<file path="src/hdl/uart_alu_config.svh">
`ifndef UART_ALU_CONFIG_SVH
`define UART_ALU_CONFIG_SVH

// serial frame format
`define UART_DATA_BITS      8
`define UART_TICKS_PER_BIT  16
`define UART_TICK_DIVISOR   4       // clocks per oversampling tick, 64 clocks per bit

// alu operation codes
`define OP_ADD  8'h20
`define OP_SUB  8'h22
`define OP_AND  8'h24
`define OP_OR   8'h25
`define OP_XOR  8'h26
`define OP_NOR  8'h27
`define OP_SRA  8'h03
`define OP_SRL  8'h02

`endif

</file>
<file path="src/hdl/uart_alu_pkg.sv">
`include "uart_alu_config.svh"

package uart_alu_pkg;

    typedef logic [`UART_DATA_BITS-1:0] byte_t;    // payload byte, operand or result
    typedef logic [7:0] opcode_t;
    typedef logic [3:0] tick_count_t;               // ticks within one bit
    typedef logic [2:0] bit_index_t;                // data bit position

    // one-hot transmitter states
    typedef enum logic [3:0] {
        tx_s_idle  = 4'b0001,
        tx_s_start = 4'b0010,
        tx_s_data  = 4'b0100,
        tx_s_stop  = 4'b1000
    } tx_state_t;

    typedef enum logic [1:0] {rx_s_idle, rx_s_start, rx_s_data, rx_s_stop} rx_state_t;

    typedef enum logic [1:0] {seq_wait_a, seq_wait_b, seq_wait_op, seq_send} seq_state_t;

endpackage

</file>
<file path="src/hdl/alu_if.sv">
`timescale 1ns/100ps

interface alu_if import uart_alu_pkg::*; ();

    byte_t   operand_a;
    byte_t   operand_b;
    opcode_t opcode;
    byte_t   result;

    // sequencer presents the operation, alu answers
    modport sequencer (
        output operand_a, operand_b, opcode,
        input  result
    );

    modport alu (
        input  operand_a, operand_b, opcode,
        output result
    );

endinterface

</file>
<file path="src/hdl/baud_tick_gen.sv">
`timescale 1ns/100ps
`include "uart_alu_config.svh"

module baud_tick_gen (
    input  logic clock,
    input  logic reset,
    output logic tick
);

    localparam int cnt_w = $clog2(`UART_TICK_DIVISOR);
    localparam logic [cnt_w-1:0] cnt_last = cnt_w'(`UART_TICK_DIVISOR - 1);

    logic [cnt_w-1:0] count;

    // free running divider, one tick per wrap
    always_ff @(posedge clock) begin
        if (reset) begin
            count <= '0;
            tick  <= 1'b0;
        end else if (count == cnt_last) begin
            count <= '0;
            tick  <= 1'b1;
        end else begin
            count <= count + 1'b1;
            tick  <= 1'b0;
        end
    end

endmodule

</file>
<file path="src/hdl/uart_rx.sv">
`timescale 1ns/100ps
`include "uart_alu_config.svh"

module uart_rx
    import uart_alu_pkg::*;
(
    input  logic  clock,
    input  logic  reset,
    input  logic  rx,
    input  logic  tick,
    output byte_t rx_data,
    output logic  rx_valid
);

    localparam tick_count_t mid_tick  = tick_count_t'(`UART_TICKS_PER_BIT / 2 - 1);
    localparam tick_count_t last_tick = tick_count_t'(`UART_TICKS_PER_BIT - 1);
    localparam bit_index_t  last_bit  = bit_index_t'(`UART_DATA_BITS - 1);

    logic        rx_meta, rx_sync, rx_prev;
    rx_state_t   state, state_next;
    tick_count_t tick_cnt, tick_cnt_next;
    bit_index_t  bit_cnt, bit_cnt_next;
    byte_t       shift_reg, shift_next;
    logic        valid_next;

    // two-flop synchronizer plus one stage for edge detect, line idles high
    always_ff @(posedge clock) begin
        if (reset) begin
            rx_meta <= 1'b1;
            rx_sync <= 1'b1;
            rx_prev <= 1'b1;
        end else begin
            rx_meta <= rx;
            rx_sync <= rx_meta;
            rx_prev <= rx_sync;
        end
    end

    always_ff @(posedge clock) begin
        if (reset) begin
            state    <= rx_s_idle;
            tick_cnt <= '0;
            bit_cnt  <= '0;
            rx_valid <= 1'b0;
        end else begin
            state    <= state_next;
            tick_cnt <= tick_cnt_next;
            bit_cnt  <= bit_cnt_next;
            rx_valid <= valid_next;
        end
    end

    always_ff @(posedge clock) begin
        shift_reg <= shift_next;
    end

    always_comb begin
        state_next    = state;
        tick_cnt_next = tick_cnt;
        bit_cnt_next  = bit_cnt;
        shift_next    = shift_reg;
        valid_next    = 1'b0;

        case (state)
            rx_s_idle: begin
                if (rx_prev && !rx_sync) begin     // falling edge, start bit begins
                    tick_cnt_next = '0;
                    state_next    = rx_s_start;
                end
            end
            rx_s_start: begin
                if (tick) begin
                    if (tick_cnt == mid_tick) begin
                        tick_cnt_next = '0;
                        bit_cnt_next  = '0;
                        // glitch if the line is already back high
                        state_next    = rx_sync ? rx_s_idle : rx_s_data;
                    end else begin
                        tick_cnt_next = tick_cnt + 1'b1;
                    end
                end
            end
            rx_s_data: begin
                if (tick) begin
                    if (tick_cnt == last_tick) begin
                        tick_cnt_next = '0;
                        shift_next    = {rx_sync, shift_reg[`UART_DATA_BITS-1:1]};  // lsb first
                        bit_cnt_next  = bit_cnt + 1'b1;
                        if (bit_cnt == last_bit) state_next = rx_s_stop;
                    end else begin
                        tick_cnt_next = tick_cnt + 1'b1;
                    end
                end
            end
            rx_s_stop: begin
                if (tick) begin
                    if (tick_cnt == last_tick) begin
                        valid_next = rx_sync;       // bad stop bit drops the byte
                        state_next = rx_s_idle;
                    end else begin
                        tick_cnt_next = tick_cnt + 1'b1;
                    end
                end
            end
            default: state_next = rx_s_idle;
        endcase
    end

    assign rx_data = shift_reg;

endmodule

</file>
<file path="src/hdl/uart_tx.sv">
`timescale 1ns/100ps
`include "uart_alu_config.svh"

module uart_tx
    import uart_alu_pkg::*;
(
    input  logic  clock,
    input  logic  reset,
    input  logic  tick,
    input  logic  tx_start,
    input  byte_t tx_data,
    output logic  tx,
    output logic  tx_ready
);

    localparam tick_count_t last_tick = tick_count_t'(`UART_TICKS_PER_BIT - 1);
    localparam bit_index_t  last_bit  = bit_index_t'(`UART_DATA_BITS - 1);

    tx_state_t   state, state_next;
    tick_count_t tick_cnt, tick_cnt_next;
    bit_index_t  bit_cnt, bit_cnt_next;
    byte_t       data_reg, data_next;
    logic        tx_next;

    always_ff @(posedge clock) begin
        if (reset) begin
            state    <= tx_s_idle;
            tick_cnt <= '0;
            bit_cnt  <= '0;
            tx       <= 1'b1;
        end else begin
            state    <= state_next;
            tick_cnt <= tick_cnt_next;
            bit_cnt  <= bit_cnt_next;
            tx       <= tx_next;
        end
    end

    always_ff @(posedge clock) begin
        data_reg <= data_next;
    end

    // tx_next follows each state change so the line and the state move together
    always_comb begin
        state_next    = state;
        tick_cnt_next = tick_cnt;
        bit_cnt_next  = bit_cnt;
        data_next     = data_reg;
        tx_next       = tx;

        case (state)
            tx_s_idle: begin
                tx_next = 1'b1;
                if (tx_start) begin
                    data_next     = tx_data;        // latch the result byte
                    tick_cnt_next = '0;
                    tx_next       = 1'b0;           // start bit
                    state_next    = tx_s_start;
                end
            end
            tx_s_start: begin
                if (tick) begin
                    if (tick_cnt == last_tick) begin
                        tick_cnt_next = '0;
                        bit_cnt_next  = '0;
                        tx_next       = data_reg[0];
                        state_next    = tx_s_data;
                    end else begin
                        tick_cnt_next = tick_cnt + 1'b1;
                    end
                end
            end
            tx_s_data: begin
                if (tick) begin
                    if (tick_cnt == last_tick) begin
                        tick_cnt_next = '0;
                        bit_cnt_next  = bit_cnt + 1'b1;
                        if (bit_cnt == last_bit) begin
                            tx_next    = 1'b1;      // stop bit
                            state_next = tx_s_stop;
                        end else begin
                            tx_next = data_reg[bit_cnt_next];
                        end
                    end else begin
                        tick_cnt_next = tick_cnt + 1'b1;
                    end
                end
            end
            tx_s_stop: begin
                if (tick) begin
                    if (tick_cnt == last_tick) state_next = tx_s_idle;
                    else tick_cnt_next = tick_cnt + 1'b1;
                end
            end
            default: begin
                tx_next    = 1'b1;
                state_next = tx_s_idle;
            end
        endcase
    end

    assign tx_ready = (state == tx_s_idle);

endmodule

</file>
<file path="src/hdl/alu.sv">
`timescale 1ns/100ps
`include "uart_alu_config.svh"

module alu
    import uart_alu_pkg::*;
(
    alu_if.alu bus
);

    bit_index_t shamt;

    assign shamt = bus.operand_b[2:0];     // shifts use b's low bits only

    always_comb begin
        case (bus.opcode)
            `OP_ADD: bus.result = bus.operand_a + bus.operand_b;   // wraps mod 256
            `OP_SUB: bus.result = bus.operand_a - bus.operand_b;
            `OP_AND: bus.result = bus.operand_a & bus.operand_b;
            `OP_OR:  bus.result = bus.operand_a | bus.operand_b;
            `OP_XOR: bus.result = bus.operand_a ^ bus.operand_b;
            `OP_NOR: bus.result = ~(bus.operand_a | bus.operand_b);
            `OP_SRA: bus.result = $signed(bus.operand_a) >>> shamt;
            `OP_SRL: bus.result = bus.operand_a >> shamt;
            default: bus.result = '0;             // unknown opcode answers zero
        endcase
    end

endmodule

</file>
<file path="src/hdl/alu_sequencer.sv">
`timescale 1ns/100ps

module alu_sequencer
    import uart_alu_pkg::*;
(
    input  logic         clock,
    input  logic         reset,
    input  byte_t        rx_data,
    input  logic         rx_valid,
    input  logic         tx_ready,
    output logic         tx_start,
    output byte_t        tx_data,
    alu_if.sequencer     bus
);

    seq_state_t state;

    // byte order on the line is a, b, opcode
    always_ff @(posedge clock) begin
        if (reset) begin
            state <= seq_wait_a;
        end else begin
            case (state)
                seq_wait_a: begin
                    if (rx_valid) state <= seq_wait_b;
                end
                seq_wait_b: begin
                    if (rx_valid) state <= seq_wait_op;
                end
                seq_wait_op: begin
                    if (rx_valid) state <= seq_send;
                end
                seq_send: begin
                    // bytes arriving here are ignored
                    if (tx_ready) state <= seq_wait_a;
                end
                default: state <= seq_wait_a;
            endcase
        end
    end

    // operand capture
    always_ff @(posedge clock) begin
        if (rx_valid) begin
            case (state)
                seq_wait_a:  bus.operand_a <= rx_data;
                seq_wait_b:  bus.operand_b <= rx_data;
                seq_wait_op: bus.opcode    <= rx_data;
                default: ;
            endcase
        end
    end

    // result is settled by the time send is reached
    assign tx_start = (state == seq_send) && tx_ready;
    assign tx_data  = bus.result;

endmodule

</file>
<file path="src/hdl/uart_alu_top.sv">
`timescale 1ns/100ps

module uart_alu_top
    import uart_alu_pkg::*;
(
    input  logic clock,
    input  logic reset,
    input  logic rx,
    output logic tx
);

    logic  tick;        // shared by both directions
    byte_t rx_data;
    logic  rx_valid;
    byte_t tx_data;
    logic  tx_start;
    logic  tx_ready;

    alu_if alu_bus ();

    baud_tick_gen u_tick_gen (
        .clock (clock),
        .reset (reset),
        .tick  (tick)
    );

    uart_rx u_rx (
        .clock    (clock),
        .reset    (reset),
        .rx       (rx),
        .tick     (tick),
        .rx_data  (rx_data),
        .rx_valid (rx_valid)
    );

    alu_sequencer u_seq (
        .clock    (clock),
        .reset    (reset),
        .rx_data  (rx_data),
        .rx_valid (rx_valid),
        .tx_ready (tx_ready),
        .tx_start (tx_start),
        .tx_data  (tx_data),
        .bus      (alu_bus.sequencer)
    );

    alu u_alu (
        .bus (alu_bus.alu)
    );

    uart_tx u_tx (
        .clock    (clock),
        .reset    (reset),
        .tick     (tick),
        .tx_start (tx_start),
        .tx_data  (tx_data),
        .tx       (tx),
        .tx_ready (tx_ready)
    );

endmodule

</file>
<file path="config.mk">
export PLATFORM = sky130hd
export DESIGN_NAME = uart_alu_top
export DESIGN_NICKNAME = d
export VERILOG_FILES = /design/src/hdl/uart_alu_pkg.sv /design/src/hdl/alu_if.sv /design/src/hdl/baud_tick_gen.sv /design/src/hdl/uart_rx.sv /design/src/hdl/uart_tx.sv /design/src/hdl/alu.sv /design/src/hdl/alu_sequencer.sv /design/src/hdl/uart_alu_top.sv
export VERILOG_INCLUDE_DIRS = /design/src /design/src/hdl
export SDC_FILE = /design/constraint.sdc
export NUM_CORES = 1
export LEC_CHECK = 0
export ABC_AREA = 1
export ABC_CLOCK_PERIOD_IN_PS = 5800
export BUFFER_PORTS_ARGS = -buffer_cell sky130_fd_sc_hd__buf_2
export CAP_MARGIN = 20
export CORE_ASPECT_RATIO = 0.8
export CORE_MARGIN = 2
export CORE_UTILIZATION = 41
export DETAILED_ROUTE_END_ITERATION = 8
export PLACE_DENSITY_LB_ADDON = 0.15
export SLEW_MARGIN = 20
export SYNTH_ARGS = -nofsm -noshare
export SYNTH_HDL_FRONTEND = slang
export SYNTH_HIERARCHICAL = 1
export SYNTH_SLANG_ARGS = --single-unit
</file>
<file path="constraint.sdc">
create_clock -name clock -period 5.8 [get_ports clock]
set_input_delay 1.74 -clock clock [delete_from_list [all_inputs] [get_ports clock]]
set_output_delay 1.74 -clock clock [all_outputs]
set_load 0.01 [all_outputs]
</file>
==> results.md, run 1 <==
- Cells fill 45.01% of the core in the end.
- The clock period could shrink to 2675 ps.
- STA classifies the critical path endpoint as a flop.
- The CTS clock-pin slew for the worst setup and hold paths is 60 ps.
- The critical path startpoint category is a flop.
- When the netlist entered floorplanning its net count stood at 675.
- Walking the worst path, the cells encountered are inv_2, ha_1, inv_1, nor3_1, a31oi_1, xor2_1, ha_1, nand2_1, inv_1, a21oi_1, nand2_1, inv_1, nand2_1, nand3_1, nand2_1.
- The register area share after synthesis is 37.25%.
- The count of input and output buffers is 3.
- By instance count, the cell type seen most on the critical path is sky130_fd_sc_hd__nand2_1.
- The cell area after synthesis is 4837 um^2.
- Post-CTS timing repair inserted 0 buffers for setup.
- The top cell types in the final layout, fill and taps aside, are sky130_fd_sc_hd__nand2_1, sky130_fd_sc_hd__inv_1, sky130_fd_sc_hd__nand3_1.
- After the first detailed-routing iteration, the DRC count stood at 322.
- The total via count in the routed design is 3895.
- Based on the critical path, the design can be clocked at up to 373.8 MHz.
- For the pin with the worst max-slew slack, the measured transition is 704.7 ps.
- The clock net in this run drives a total of 70 sinks.
- The floorplan row count is 35.
- The startpoint of the worst setup timing path is u_seq/bus.operand_b[0].
- The number of global-route vias before repair is 3551.
- The number of buffers created by CTS is 9.
- The total number of H-tree levels is 3.
- The number of antenna violations at the first check in global routing came to 0.
- After global routing the overflow that remains totals 0.
- The floorplan step set the die width to 125.4 um.
- The worst register-to-register path ends at u_tx/data_reg[7].
- Compared with the post-synthesis result, the final layout area differs by 7.165%.
- The number of standard cells after synthesis is 636.
- The area occupied by registers is 1802 um^2.
- The placeable core region is 11520 um^2.
- The fill cell instance count of the final layout is 1166.
- The maximum count of clock buffers along a single path is 2.
- The most common library cell in the layout ignoring fill and taps is sky130_fd_sc_hd__nand2_1.
- The CTS tree is yes.
- Counting cells, the worst reg-to-reg path comes to 15.
- IR analysis of the VDD net gives a maximum drop of 0.1342 mV.
- The beginning of the worst register-to-register path is u_seq/bus.operand_b[0].
- Max-cap violations in this run came to 0.
- The final HPWL from detailed placement is 8.306 mm.
- The leakage power summed over all cells is 2.355 nW.
- The sum of negative setup slack is 0 ps.
- The initial utilization of the core area, before any placement, comes to 42.00%.
- The number of inserted diodes is 0.
- The largest net degree at the start of global routing is 24.
- The kind of critical path is flop to flop.
- Of all nets on the critical path, the largest fanout is 19.
- STA puts the critical path data arrival time at 2760 ps.
- The area of the multi-input gates is 2511 um^2.
- Setup repair after global routing left no endpoint under its margin.
- The average wire per cell in the routed design is 13.38 um.
- The most critical setup path has its endpoint at u_tx/data_reg[7].
- The setup slack after placement is 3162 ps.
- Buffers inserted to repair hold after CTS numbered 0.
- The boundary pin count is 4.
- The post-route worst setup slack is 3125 ps.
- Averaged over all synthesized cells, the footprint is 7.606 um^2.
- The aggregate routed wire length is 10.51 mm.
- Dividing total power by cell area gives a power density of 234.3 nW/um^2.
- The first global-routing pass estimated 17.53 mm of wire.
- The run finished with clean final reports.
- The setup-violating endpoint count in the final report is 0.
- At the end of routability-driven placement, the weighted congestion stood at 0.9613.
- The final clock skew is 10.90 ps.
- For this run, the number of Yosys warnings is 6.
- Of the cells placed in the final design, the portion with a size suffix greater than 1 is 13.97%.
- In this run the remaining antenna-violating nets after routing total 0.
- For the worst setup path, the data required time is 5880 ps.
- The slack of the worst reg-to-reg path is 3120 ps.
- The clock latency of the later-clocked register in the worst-skew pair is 330 ps.
- Including well taps, the total number of placed cells is 769.
- The post-detailed-route via-to-cell ratio is 4.962.
- The number of hold-slack violations in the final timing report is 0.
- The delay of the slowest critical-path stage is 700 ps.
- Along the worst hold path, the cell count comes to 1.
- In this run the tightest slew margin relative to its limit is 52.76%.
- The area of placed instances is 4892 um^2.
- The number of resized instances in the post-cts repair step is 0.
- The die covers 12690 um^2.
- The global-route usage over all layers is 17.47%.
- For this design, the slowest cell found on the critical path is sky130_fd_sc_hd__edfxtp_1.
- The first-pass iteration count of the detailed router is 5.
- The number of register bits inferred by synthesis is 70.
- The die boundary height is 101.2 um.
- The area of all placed cells without fillers is 5184 um^2.
- The number of library cell types mapped by synthesis is 41.
- The worst hold path belongs to the class flop to flop.
- The total DRC errors in the routed layout is 0.
- Leaving out filler cells and counting taps, the final layout contains 785.
- The number of nets in the final layout is 671.
- The worst path uses 46.12% of the clock period.
- The number of max-slew violations in the final report is 0.
- In this run the clock root is driven by a sky130_fd_sc_hd__clkbuf_16.
area by class of cell:
class | instances | area share (%)
clock buffers | 12 | 4.972
clock inverters | 4 | 0.5552
inverters | 101 | 7.410
multi-input cells | 447 | 48.44
flip-flops and latches | 70 | 34.76
well taps | 148 | 3.572
repair buffers | 3 | 0.2896
worst max-delay path: cells and delay by family (launching register included):
family | cells | cell delay (ps)
compound gates | 2 | 350
xor+xnor | 1 | 160
fa+ha+maj | 2 | 510
buf+inv | 4 | 310
flops | 1 | 700
simple gates | 6 | 400
worst min path at each step:
| stage | slack (ps) | to | start |
|---|---|---|---|
| after floorplan | 390 | u_rx/rx_sync | u_rx/rx_meta |
| after global placement | 390 | u_rx/rx_sync | u_rx/rx_meta |
| after detailed placement | 400 | u_rx/rx_sync | u_rx/rx_meta |
| after CTS | 420 | u_rx/rx_sync | u_rx/rx_meta |
| after global routing | 430 | u_tick_gen/count[0] | u_tick_gen/count[0] |
| final | 410 | u_rx/rx_sync | u_rx/rx_meta |
where the power goes:
| part | internal (mW) | switching, mW | total, mW |
|---|---|---|---|
| clock | 0.316 | 0.198 | 0.514 |
| combinational | 0.0524 | 0.0953 | 0.148 |
| sequential | 0.539 | 0.0147 | 0.553 |
| total | 0.907 | 0.308 | 1.21 |
Yosys cell counts, drive strengths merged:
library cell / n / area share [%]
nand2: 173 / 15
inv: 99 / 7.7
nand3: 72 / 7.9
nor2: 72 / 7.1
edfxtp: 40 / 25
ha: 35 / 9.1
dfxtp: 30 / 12
a21oi: 27 / 3.1
o21ai: 23 / 2.5
buf: 17 / 2.9
xor2: 9 / 1.6
nand4: 6 / 0.78
nand3b: 4 / 0.62
nor3: 4 / 0.41
o211ai: 4 / 0.72
o22ai: 4 / 0.52
or2: 4 / 0.52
a31oi: 3 / 0.39
clkinv: 2 / 0.26
o21bai: 2 / 0.31
and3: 1 / 0.13
clkbuf: 1 / 0.078
fa: 1 / 0.41
nor3b: 1 / 0.26
nor4: 1 / 0.13
o21a: 1 / 0.16
cells by family after synthesis:
family / Yosys count / synth area share [%]
simple gates: 338 / 33.06
buf+inv: 119 / 10.94
compound gates: 64 / 7.656
fa+ha+maj: 36 / 9.467
flops: 70 / 37.25
xor+xnor: 9 / 1.630
through the flow:
| step | hold WS, ps | power [mW] |
|---|---|---|
| 3_3_place_gp | 392.5 | 0.7071 |
| 6_report | 415.0 | 1.215 |
| 3_5_place_dp | 403.6 | 0.7113 |
| 4_1_cts | 419.3 | 1.233 |
| 5_1_grt | 434.9 | 1.279 |
| 2_1_floorplan | 389.5 | 0.6813 |
metal layers:
layer,track usage (%),part of all wire (%),vias up
li1,-,-,2033
met1,25.15,51,1747
met2,25.86,42,105
met3,4.332,5.8,10
met4,5.726,1.2,0
met5,0,0,-
(Power assumes the default switching activity.)
==> run 2: changes to the inputs <==
Settings changed: ABC_CLOCK_PERIOD_IN_PS 5800 to 2200.
Clock period 5.8 ns to 2.2 ns, I/O delays scaled along.
==> results.md, run 2 (synthesized netlist as in run 1, its figures left out) <==
- The path class of the lowest-slack min-delay path is flop to flop.
- The combinational share of power is 12.4% (+0.2 points).
- The post-route worst hold slack is 405.4 ps (-9.553 ps).
- The horizontal die dimension is 125.4 um (unchanged).
- The cell at the root of the clock tree is sky130_fd_sc_hd__clkbuf_16.
- The achievable frequency was 429.9 MHz (+15%).
- The total number of H-tree levels came to 3 (unchanged).
- The clock latency of the later-clocked register in the worst-skew pair was 330 ps (about the same).
- The share of total power in sequential cells came to 46.3% (+0.7 points).
- The residual overflow from global routing came to 0 (unchanged).
- The slew of the pin with the lowest slew margin is 490.5 ps (-214.2 ps).
- The number of buffers created by CTS is 9 (unchanged).
- The average wire per cell in the routed design is 13.46 um (+0.55%).
- The post-detailed-route via-to-cell ratio is 4.925 (-0.74%).
- The area of the multi-input gates was 2686 um^2 (+7.0%).
- The critical path data arrival time is 2400 ps (-360 ps).
- The CTS sink count is 70 (unchanged).
- The final HPWL from detailed placement was 8.465 mm (+1.9%).
- The total via count in the routed design was 4063 (+4.3%).
- The boundary pin count is 4 (unchanged).
- The internal portion of total power was 2.319 mW (+160%).
- Setup repair after global routing could not meet its margin everywhere.
- The maximum count of clock buffers along a single path is 2 (unchanged).
- The final non-filler cell total is 825 (+5.1%).
- The first-pass iteration count of the detailed router came to 5 (unchanged).
- The minimum clock period was 2326 ps (-349.0 ps).
- The die boundary height is 101.2 um (unchanged).
- On the critical path, the stage with the largest delay is an instance of sky130_fd_sc_hd__edfxtp_1.
- The number of nets in the final layout was 711 (+6.0%).
- The cell area power density is 556.6 nW/um^2 (+140%).
- The placeable core region is 11520 um^2 (unchanged).
- The power spent charging and discharging nets is 0.8312 mW (+170%).
- The layout cell share with drive strength beyond 1 is 24.37% (+10 points).
- The leakage power summed over all cells came to 2.593 nW (+10%).
- The count of input and output buffers is 3 (unchanged).
- The instance count after placement with tap cells included was 795 (+3.4%).
- The kind of critical path is flop to flop.
- The first-pass GRT wire length was 18.35 mm (+4.7%).
- The die footprint is 12690 um^2 (unchanged).
- In the layout the commonest cells are sky130_fd_sc_hd__nand2_1, sky130_fd_sc_hd__inv_1, sky130_fd_sc_hd__nand3_1.
- The kind of end point of the critical path is a flop.
- The number of DRC violations after detailed-routing iteration 0 was 270 (-16%).
- The critical path startpoint category is a flop.
- The post-route worst setup slack is -126.2 ps (-3251 ps).
- The flow ran to the end, but the final reports show violations.
- The worst path required time was 2270 ps (-3610 ps).
- The setup-violating endpoint count in the final report is 4 (+4).
- The number of inserted diodes is 0 (unchanged).
- The clock network fraction of total power is 41.4% (-0.9 points).
- The aggregate routed wire length is 11.10 mm (+5.7%).
- Walking the worst path, the cells encountered are inv_2, nand2_4, nor2_4, nand2_4, inv_6, a31oi_4, xor2_1, ha_1, nand2_1, inv_1, a21oi_2, nand2_2, inv_1, nand2_1, nand3_1, nand2_1.
- The starting density of the core came to 42.00% (unchanged).
- The growth of design area from synthesis to finish is 17.02%.
- The area occupied by registers was 1802 um^2 (unchanged).
- The number of global-route vias before repair is 3759 (+5.9%).
- The checks that failed: setup timing.
- The number of max-capacitance violations reported came to 0 (unchanged).
- The most common library cell in the layout ignoring fill and taps is sky130_fd_sc_hd__nand2_1.
- The setup slack after placement is -136.7 ps (-3299 ps).
- The relative slew slack is 67.30% (+15 points).
- The final standard cell utilization of the core is 49.15% (+4.1 points).
- The total DRC errors in the routed layout was 0 (unchanged).
- The final clock skew is 6.715 ps (-4.180 ps).
- The fill cell instance count of the final layout is 1146 (-1.7%).
- The maximum net fanout on the critical path was 6 (-13).
- The floorplan row count is 35 (unchanged).
- The number of antenna violations at the first check in global routing is 0 (unchanged).
- The delay of the slowest critical-path stage is 410 ps (-290 ps).
- The number of hold-slack violations in the final timing report was 0 (unchanged).
- The switching part of the total power was 26.38% (+1.1 points).
- The number of max-slew violations in the final report is 0 (unchanged).
- The portion of the clock cycle consumed by the worst path in the final layout is 105.7% (+60 points).
- The CTS clock-pin slew for the worst setup and hold paths was 60 ps (about the same).
- The worst IR drop on VDD was 0.3086 mV (+130%).
- The post-route antenna net violation count was 0 (unchanged).
- TritonCTS built the clock tree.
- The placer congestion estimate is 0.8989 (-6.5%).
- The largest net degree at the start of global routing is 24 (unchanged).
- The global-route usage over all layers is 18.04% (+0.57 points).
- Among the stages of the critical path, the cell type that occurs most often is sky130_fd_sc_hd__nand2_1.
-- run 2: cell count changes in the layout (fill, tap and decap cells not counted), sizes merged --
cell    delta
buf       +40
clkbuf     -2
clkinv     +2
-- run 2: critical path, delay by kind of cell (launching register included) --
kind / cells / cell delay (ps)
AO/OA/AOI/OAI: 2 / 210
AND/OR/NAND/NOR: 8 / 610
adder cells (fa/ha/maj): 1 / 370
buffers and inverters: 4 / 300
XOR/XNOR: 1 / 180
flip-flops: 1 / 410
-- run 2: area by class of cell --
class	instances	share of cell area, %
Inverter	101	6.874
Clock buffer	10	4.045
Clock inverter	6	0.6852
Timing Repair Buffer	43	5.836
Sequential cell	70	31.83
Multi-Input combinational cell	447	47.46
Tap cell	148	3.271
-- run 2: through the flow --
stage	power [mW]	setup TNS (ps)	area, um^2
floorplan	1.796	-590.1	4862
global placement	1.866	-259.9	5109
detailed placement	1.874	-452.1	5109
CTS	3.202	-149.6	5492
global route	3.329	-991.7	5660
finish	3.150	-304.6	5660
-- run 2: worst paths after layout --
kind                        from               end  slack [ps]  cells past startpoint
min reg2reg         u_rx/rx_meta      u_rx/rx_sync         410                      1
max reg2reg  u_seq/bus.opcode[0]  u_tx/data_reg[7]        -130                     16
min                 u_rx/rx_meta      u_rx/rx_sync         410                      1
max          u_seq/bus.opcode[0]  u_tx/data_reg[7]        -130                     16
-- run 2: repair_timing --
action                     in CTS  in global routing
setup endpoints to repair       6                  7
hold buffers                    0                  0
pin swaps                      14                 27
buffers inserted                6                  9
gates resized for setup        23                 24
-- run 2: power by group through the flow --
stage | sequential, mW | clock [mW] | combinational (mW)
after detailed placement | 1.49 | 0 | 0.389
after CTS | 1.46 | 1.35 | 0.391
after global routing | 1.46 | 1.41 | 0.459
after global placement | 1.48 | 0 | 0.382
after floorplan | 1.48 | 0 | 0.320
final | 1.46 | 1.30 | 0.390
-- run 2: per-layer routing --
layer  share of wire (%)  vias to the layer above  global-route usage, %  wire (um)
met5                   0                        -                      0          0
met4                0.80                        0                  3.675         89
met3                 4.0                        7                  4.120        445
met2                  43                       67                  28.32       4825
met1                  52                     1873                  25.77       5741
li1                    -                     2116                      -          -
==> run 3: changes to the inputs <==
Settings changed: CORE_MARGIN 2 to not set, RECOVER_POWER set to 100, REMOVE_ABC_BUFFERS set to 1.
==> results.md, run 3 (synthesized netlist as in run 1, its figures left out) <==
- The worst setup path is of the flop to flop kind.
- The count of hold-fix buffers inserted at cts is 0 (unchanged).
- The power spent charging and discharging nets is 0.8655 mW (+4.1%).
- Setup repair after global routing could not meet its margin everywhere.
- The count of input and output buffers came to 3 (unchanged).
- The leakage power summed over all cells is 2.573 nW (-0.77%).
- The post-route worst hold slack came to 410.0 ps (+4.550 ps).
- The slew of the pin with the lowest slew margin came to 1074 ps (+583.4 ps).
- The power after layout is 3.426 mW (+8.7%).
- The largest net degree at the start of global routing came to 24 (unchanged).
- The aggregate routed wire length is 11.10 mm (about the same).
- The first-pass GRT wire length came to 18.05 mm (-1.7%).
- The die footprint is 12240 um^2 (-3.5%).
- The area of the multi-input gates was 2611 um^2 (-2.8%).
- The critical path buffer and inverter count is 4 (unchanged).
- The minimum clock period is 2322 ps (-4.558 ps).
- The worst path required time is 2280 ps (about the same).
- The run finished, with violations left.
- The number of global-route vias before repair is 3659 (-2.7%).
- The post-route antenna net violation count is 0 (unchanged).
- The final non-filler cell total is 822 (-0.36%).
- The cell area power density is 610.8 nW/um^2 (+9.7%).
- The starting density of the core is 42.00% (unchanged).
- The kind of cell with the highest combined delay along the critical path is simple AND/OR/NAND/NOR gates.
- The number of max-capacitance violations reported is 0 (unchanged).
- In this run the critical register-to-register path is captured at u_tx/data_reg[5].
- The switching part of the total power came to 25.26% (-1.1 points).
- The total number of H-tree levels is 3 (unchanged).
- The horizontal die dimension came to 123.4 um (-1.6%).
- The library cell used most frequently in the layout, excluding fill and tap cells, is sky130_fd_sc_hd__nand2_1.
- The total via count in the routed design is 4102 (+0.96%).
- The critical path startpoint category is a flop.
- The average wire per cell in the routed design is 13.50 um (+0.35%).
- The internal portion of total power is 2.560 mW (+10%).
- The endpoint of the worst hold path is u_rx/rx_sync.
- The relative slew slack came to 28.40% (-39 points).
- The library cells used most frequently in the layout, excluding fill and tap cells, are sky130_fd_sc_hd__nand2_1, sky130_fd_sc_hd__inv_1, sky130_fd_sc_hd__nand3_1.
- The post-detailed-route via-to-cell ratio is 4.990 (+1.3%).
- The number of buffers created by CTS is 9 (unchanged).
- The number of hold-slack violations in the final timing report is 0 (unchanged).
- The number of inserted diodes is 0 (unchanged).
- The setup slack after placement was -99.37 ps (+37.28 ps).
- The global-route usage over all layers came to 19.30% (+1.3 points).
- The count of cells along the worst hold path is 1 (unchanged).
- The instance count after placement with tap cells included was 795 (unchanged).
- The CTS clock-pin slew for the worst setup and hold paths is 60 ps (about the same).
- The CTS sink count came to 70 (unchanged).
- The area growth from synthesis to layout is 15.96%.
- TritonCTS built the clock tree.
- The achievable frequency was 430.7 MHz (+0.20%).
- The area of all placed cells without fillers is 5609 um^2 (-0.91%).
- The area of placed instances is 5087 um^2 (-0.42%).
- The clock latency of the later-clocked register in the worst-skew pair was 330 ps (about the same).
- The floorplan row count was 35 (unchanged).
- The maximum net fanout on the critical path is 4 (-2).
- The signal on the critical path passes through inv_2, buf_4, nand2_1, nor2_2, a31oi_1, xor2_1, ha_1, buf_4, buf_6, nand3b_1, nand3_2, nand3_2.
- The post-route worst setup slack is -121.6 ps (+4.558 ps).
- The share of total power in sequential cells is 42.6% (-3.7 points).
- The area occupied by registers is 1802 um^2 (unchanged).
- The cell count of the worst reg-to-reg path is 12 (-4).
- The boundary pin count came to 4 (unchanged).
- The beginning of the worst register-to-register path is u_seq/bus.operand_b[1].
- The slack of the worst reg-to-reg path is -120 ps (about the same).
- The critical path data arrival time was 2400 ps (about the same).
- The placeable core region was 11520 um^2 (unchanged).
- The delay of the slowest critical-path stage came to 400 ps (about the same).
- The combinational share of power came to 11.0% (-1.4 points).
- The checks that failed: DRC, setup timing.
- The critical path's slowest cell is sky130_fd_sc_hd__edfxtp_1.
- The number of antenna violations at the first check in global routing is 0 (unchanged).
- The number of max-slew violations in the final report is 0 (unchanged).
- The startpoint identified for the worst hold timing path is u_rx/rx_meta.
- The layout cell share with drive strength beyond 1 was 21.22% (-3.2 points).
- The path class of the lowest-slack min-delay path is flop to flop.
- The final HPWL from detailed placement is 8.513 mm (+0.56%).
- The clock network fraction of total power is 46.5% (+5.1 points).
- CTS placed an instance of sky130_fd_sc_hd__clkbuf_16 at the clock tree root.
- The residual overflow from global routing was 0 (unchanged).
- The die boundary height is 99.15 um (-2.0%).
- The number of DRC violations after detailed-routing iteration 0 came to 261 (-3.3%).
- The portion of the clock cycle consumed by the worst path in the final layout came to 105.5% (-0.21 points).
- The total DRC errors in the routed layout came to 2 (+2).
- The placer congestion estimate is 0.8947 (-0.47%).
- The worst IR drop on VDD is 0.3800 mV (+23%).
- The fill cell instance count of the final layout is 1119 (-2.4%).
- The final clock skew was 6.419 ps (-0.2955 ps).
- The kind of end point of the critical path is a flop.
- The setup-violating endpoint count in the final report is 5 (+1).
- The first-pass iteration count of the detailed router was 7 (+2).
- The maximum count of clock buffers along a single path is 2 (unchanged).
- The number of nets in the final layout is 708 (-0.42%).
[run 3: cell types whose count changed in the layout (fill, tap and decap cells not counted), moves of 4 or more]
cell                      delta
sky130_fd_sc_hd__nand3_2     -5
sky130_fd_sc_hd__nand3_1     +5
sky130_fd_sc_hd__nor2_1      +5
sky130_fd_sc_hd__buf_4       -4
sky130_fd_sc_hd__o21ai_0     +4
[run 3: power groups by stage]
| stage | combinational, mW | clock (mW) | sequential, mW |
|---|---|---|---|
| detailed placement | 0.388 | 0 | 1.49 |
| floorplan | 0.314 | 0 | 1.48 |
| CTS | 0.391 | 1.63 | 1.46 |
| global route | 0.436 | 1.69 | 1.46 |
| finish | 0.376 | 1.59 | 1.46 |
| global placement | 0.378 | 0 | 1.48 |
[run 3: cell type report]
cell class	instances	share of cell area, %
multi-input combinational	447	46.55
sequential	70	32.12
inverter	101	6.893
timing repair buffer	40	5.242
clock buffer	9	4.015
tap	148	3.301
clock inverter	7	1.874
[run 3: worst reg2reg max path: stages, from the launching register on]
cell and delay (ps):
sky130_fd_sc_hd__edfxtp_1 400, sky130_fd_sc_hd__inv_2 100, sky130_fd_sc_hd__buf_4 110, sky130_fd_sc_hd__nand2_1 50
sky130_fd_sc_hd__nor2_2 160, sky130_fd_sc_hd__a31oi_1 140, sky130_fd_sc_hd__xor2_1 170, sky130_fd_sc_hd__ha_1 360
sky130_fd_sc_hd__buf_4 160, sky130_fd_sc_hd__buf_6 100, sky130_fd_sc_hd__nand3b_1 160, sky130_fd_sc_hd__nand3_2 90
sky130_fd_sc_hd__nand3_2 70
[run 3: stage by stage]
step / TNS [ps] / utilization (%)
2_1_floorplan: -612.2 / -
3_3_place_gp: -118.1 / 44.17
3_5_place_dp: -314.2 / 44.17
4_1_cts: -136.3 / 47.40
5_1_grt: -1358 / 48.70
6_report: -406.7 / 48.70
[run 3: repair_timing]
| item | CTS | global route |
|---|---|---|
| pin swaps | 12 | 33 |
| endpoints found under the setup margin | 5 | 6 |
| resized for setup | 11 | 30 |
| setup buffers | 1 | 10 |
[run 3: metal layers]
metal	wire length, um	up-vias	GRT usage [%]
li1	-	2107	-
met1	5437	1899	28.51
met2	4958	89	28.15
met3	611	7	4.472
met4	93	0	4.912
met5	0	-	0
[run 3: worst max path at each step]
stage | startpoint | to | slack, ps | cells past startpoint
floorplan | u_seq/bus.operand_b[0] | u_tx/data_reg[7] | -200 | 15
global placement | u_seq/bus.operand_b[0] | u_tx/data_reg[7] | -60 | 15
detailed placement | u_seq/bus.operand_b[0] | u_tx/data_reg[7] | -100 | 15
CTS | u_seq/bus.operand_b[0] | u_tx/data_reg[7] | -50 | 15
global route | u_seq/bus.operand_b[1] | u_tx/data_reg[7] | -270 | 15
finish | u_seq/bus.operand_b[1] | u_tx/data_reg[5] | -120 | 12
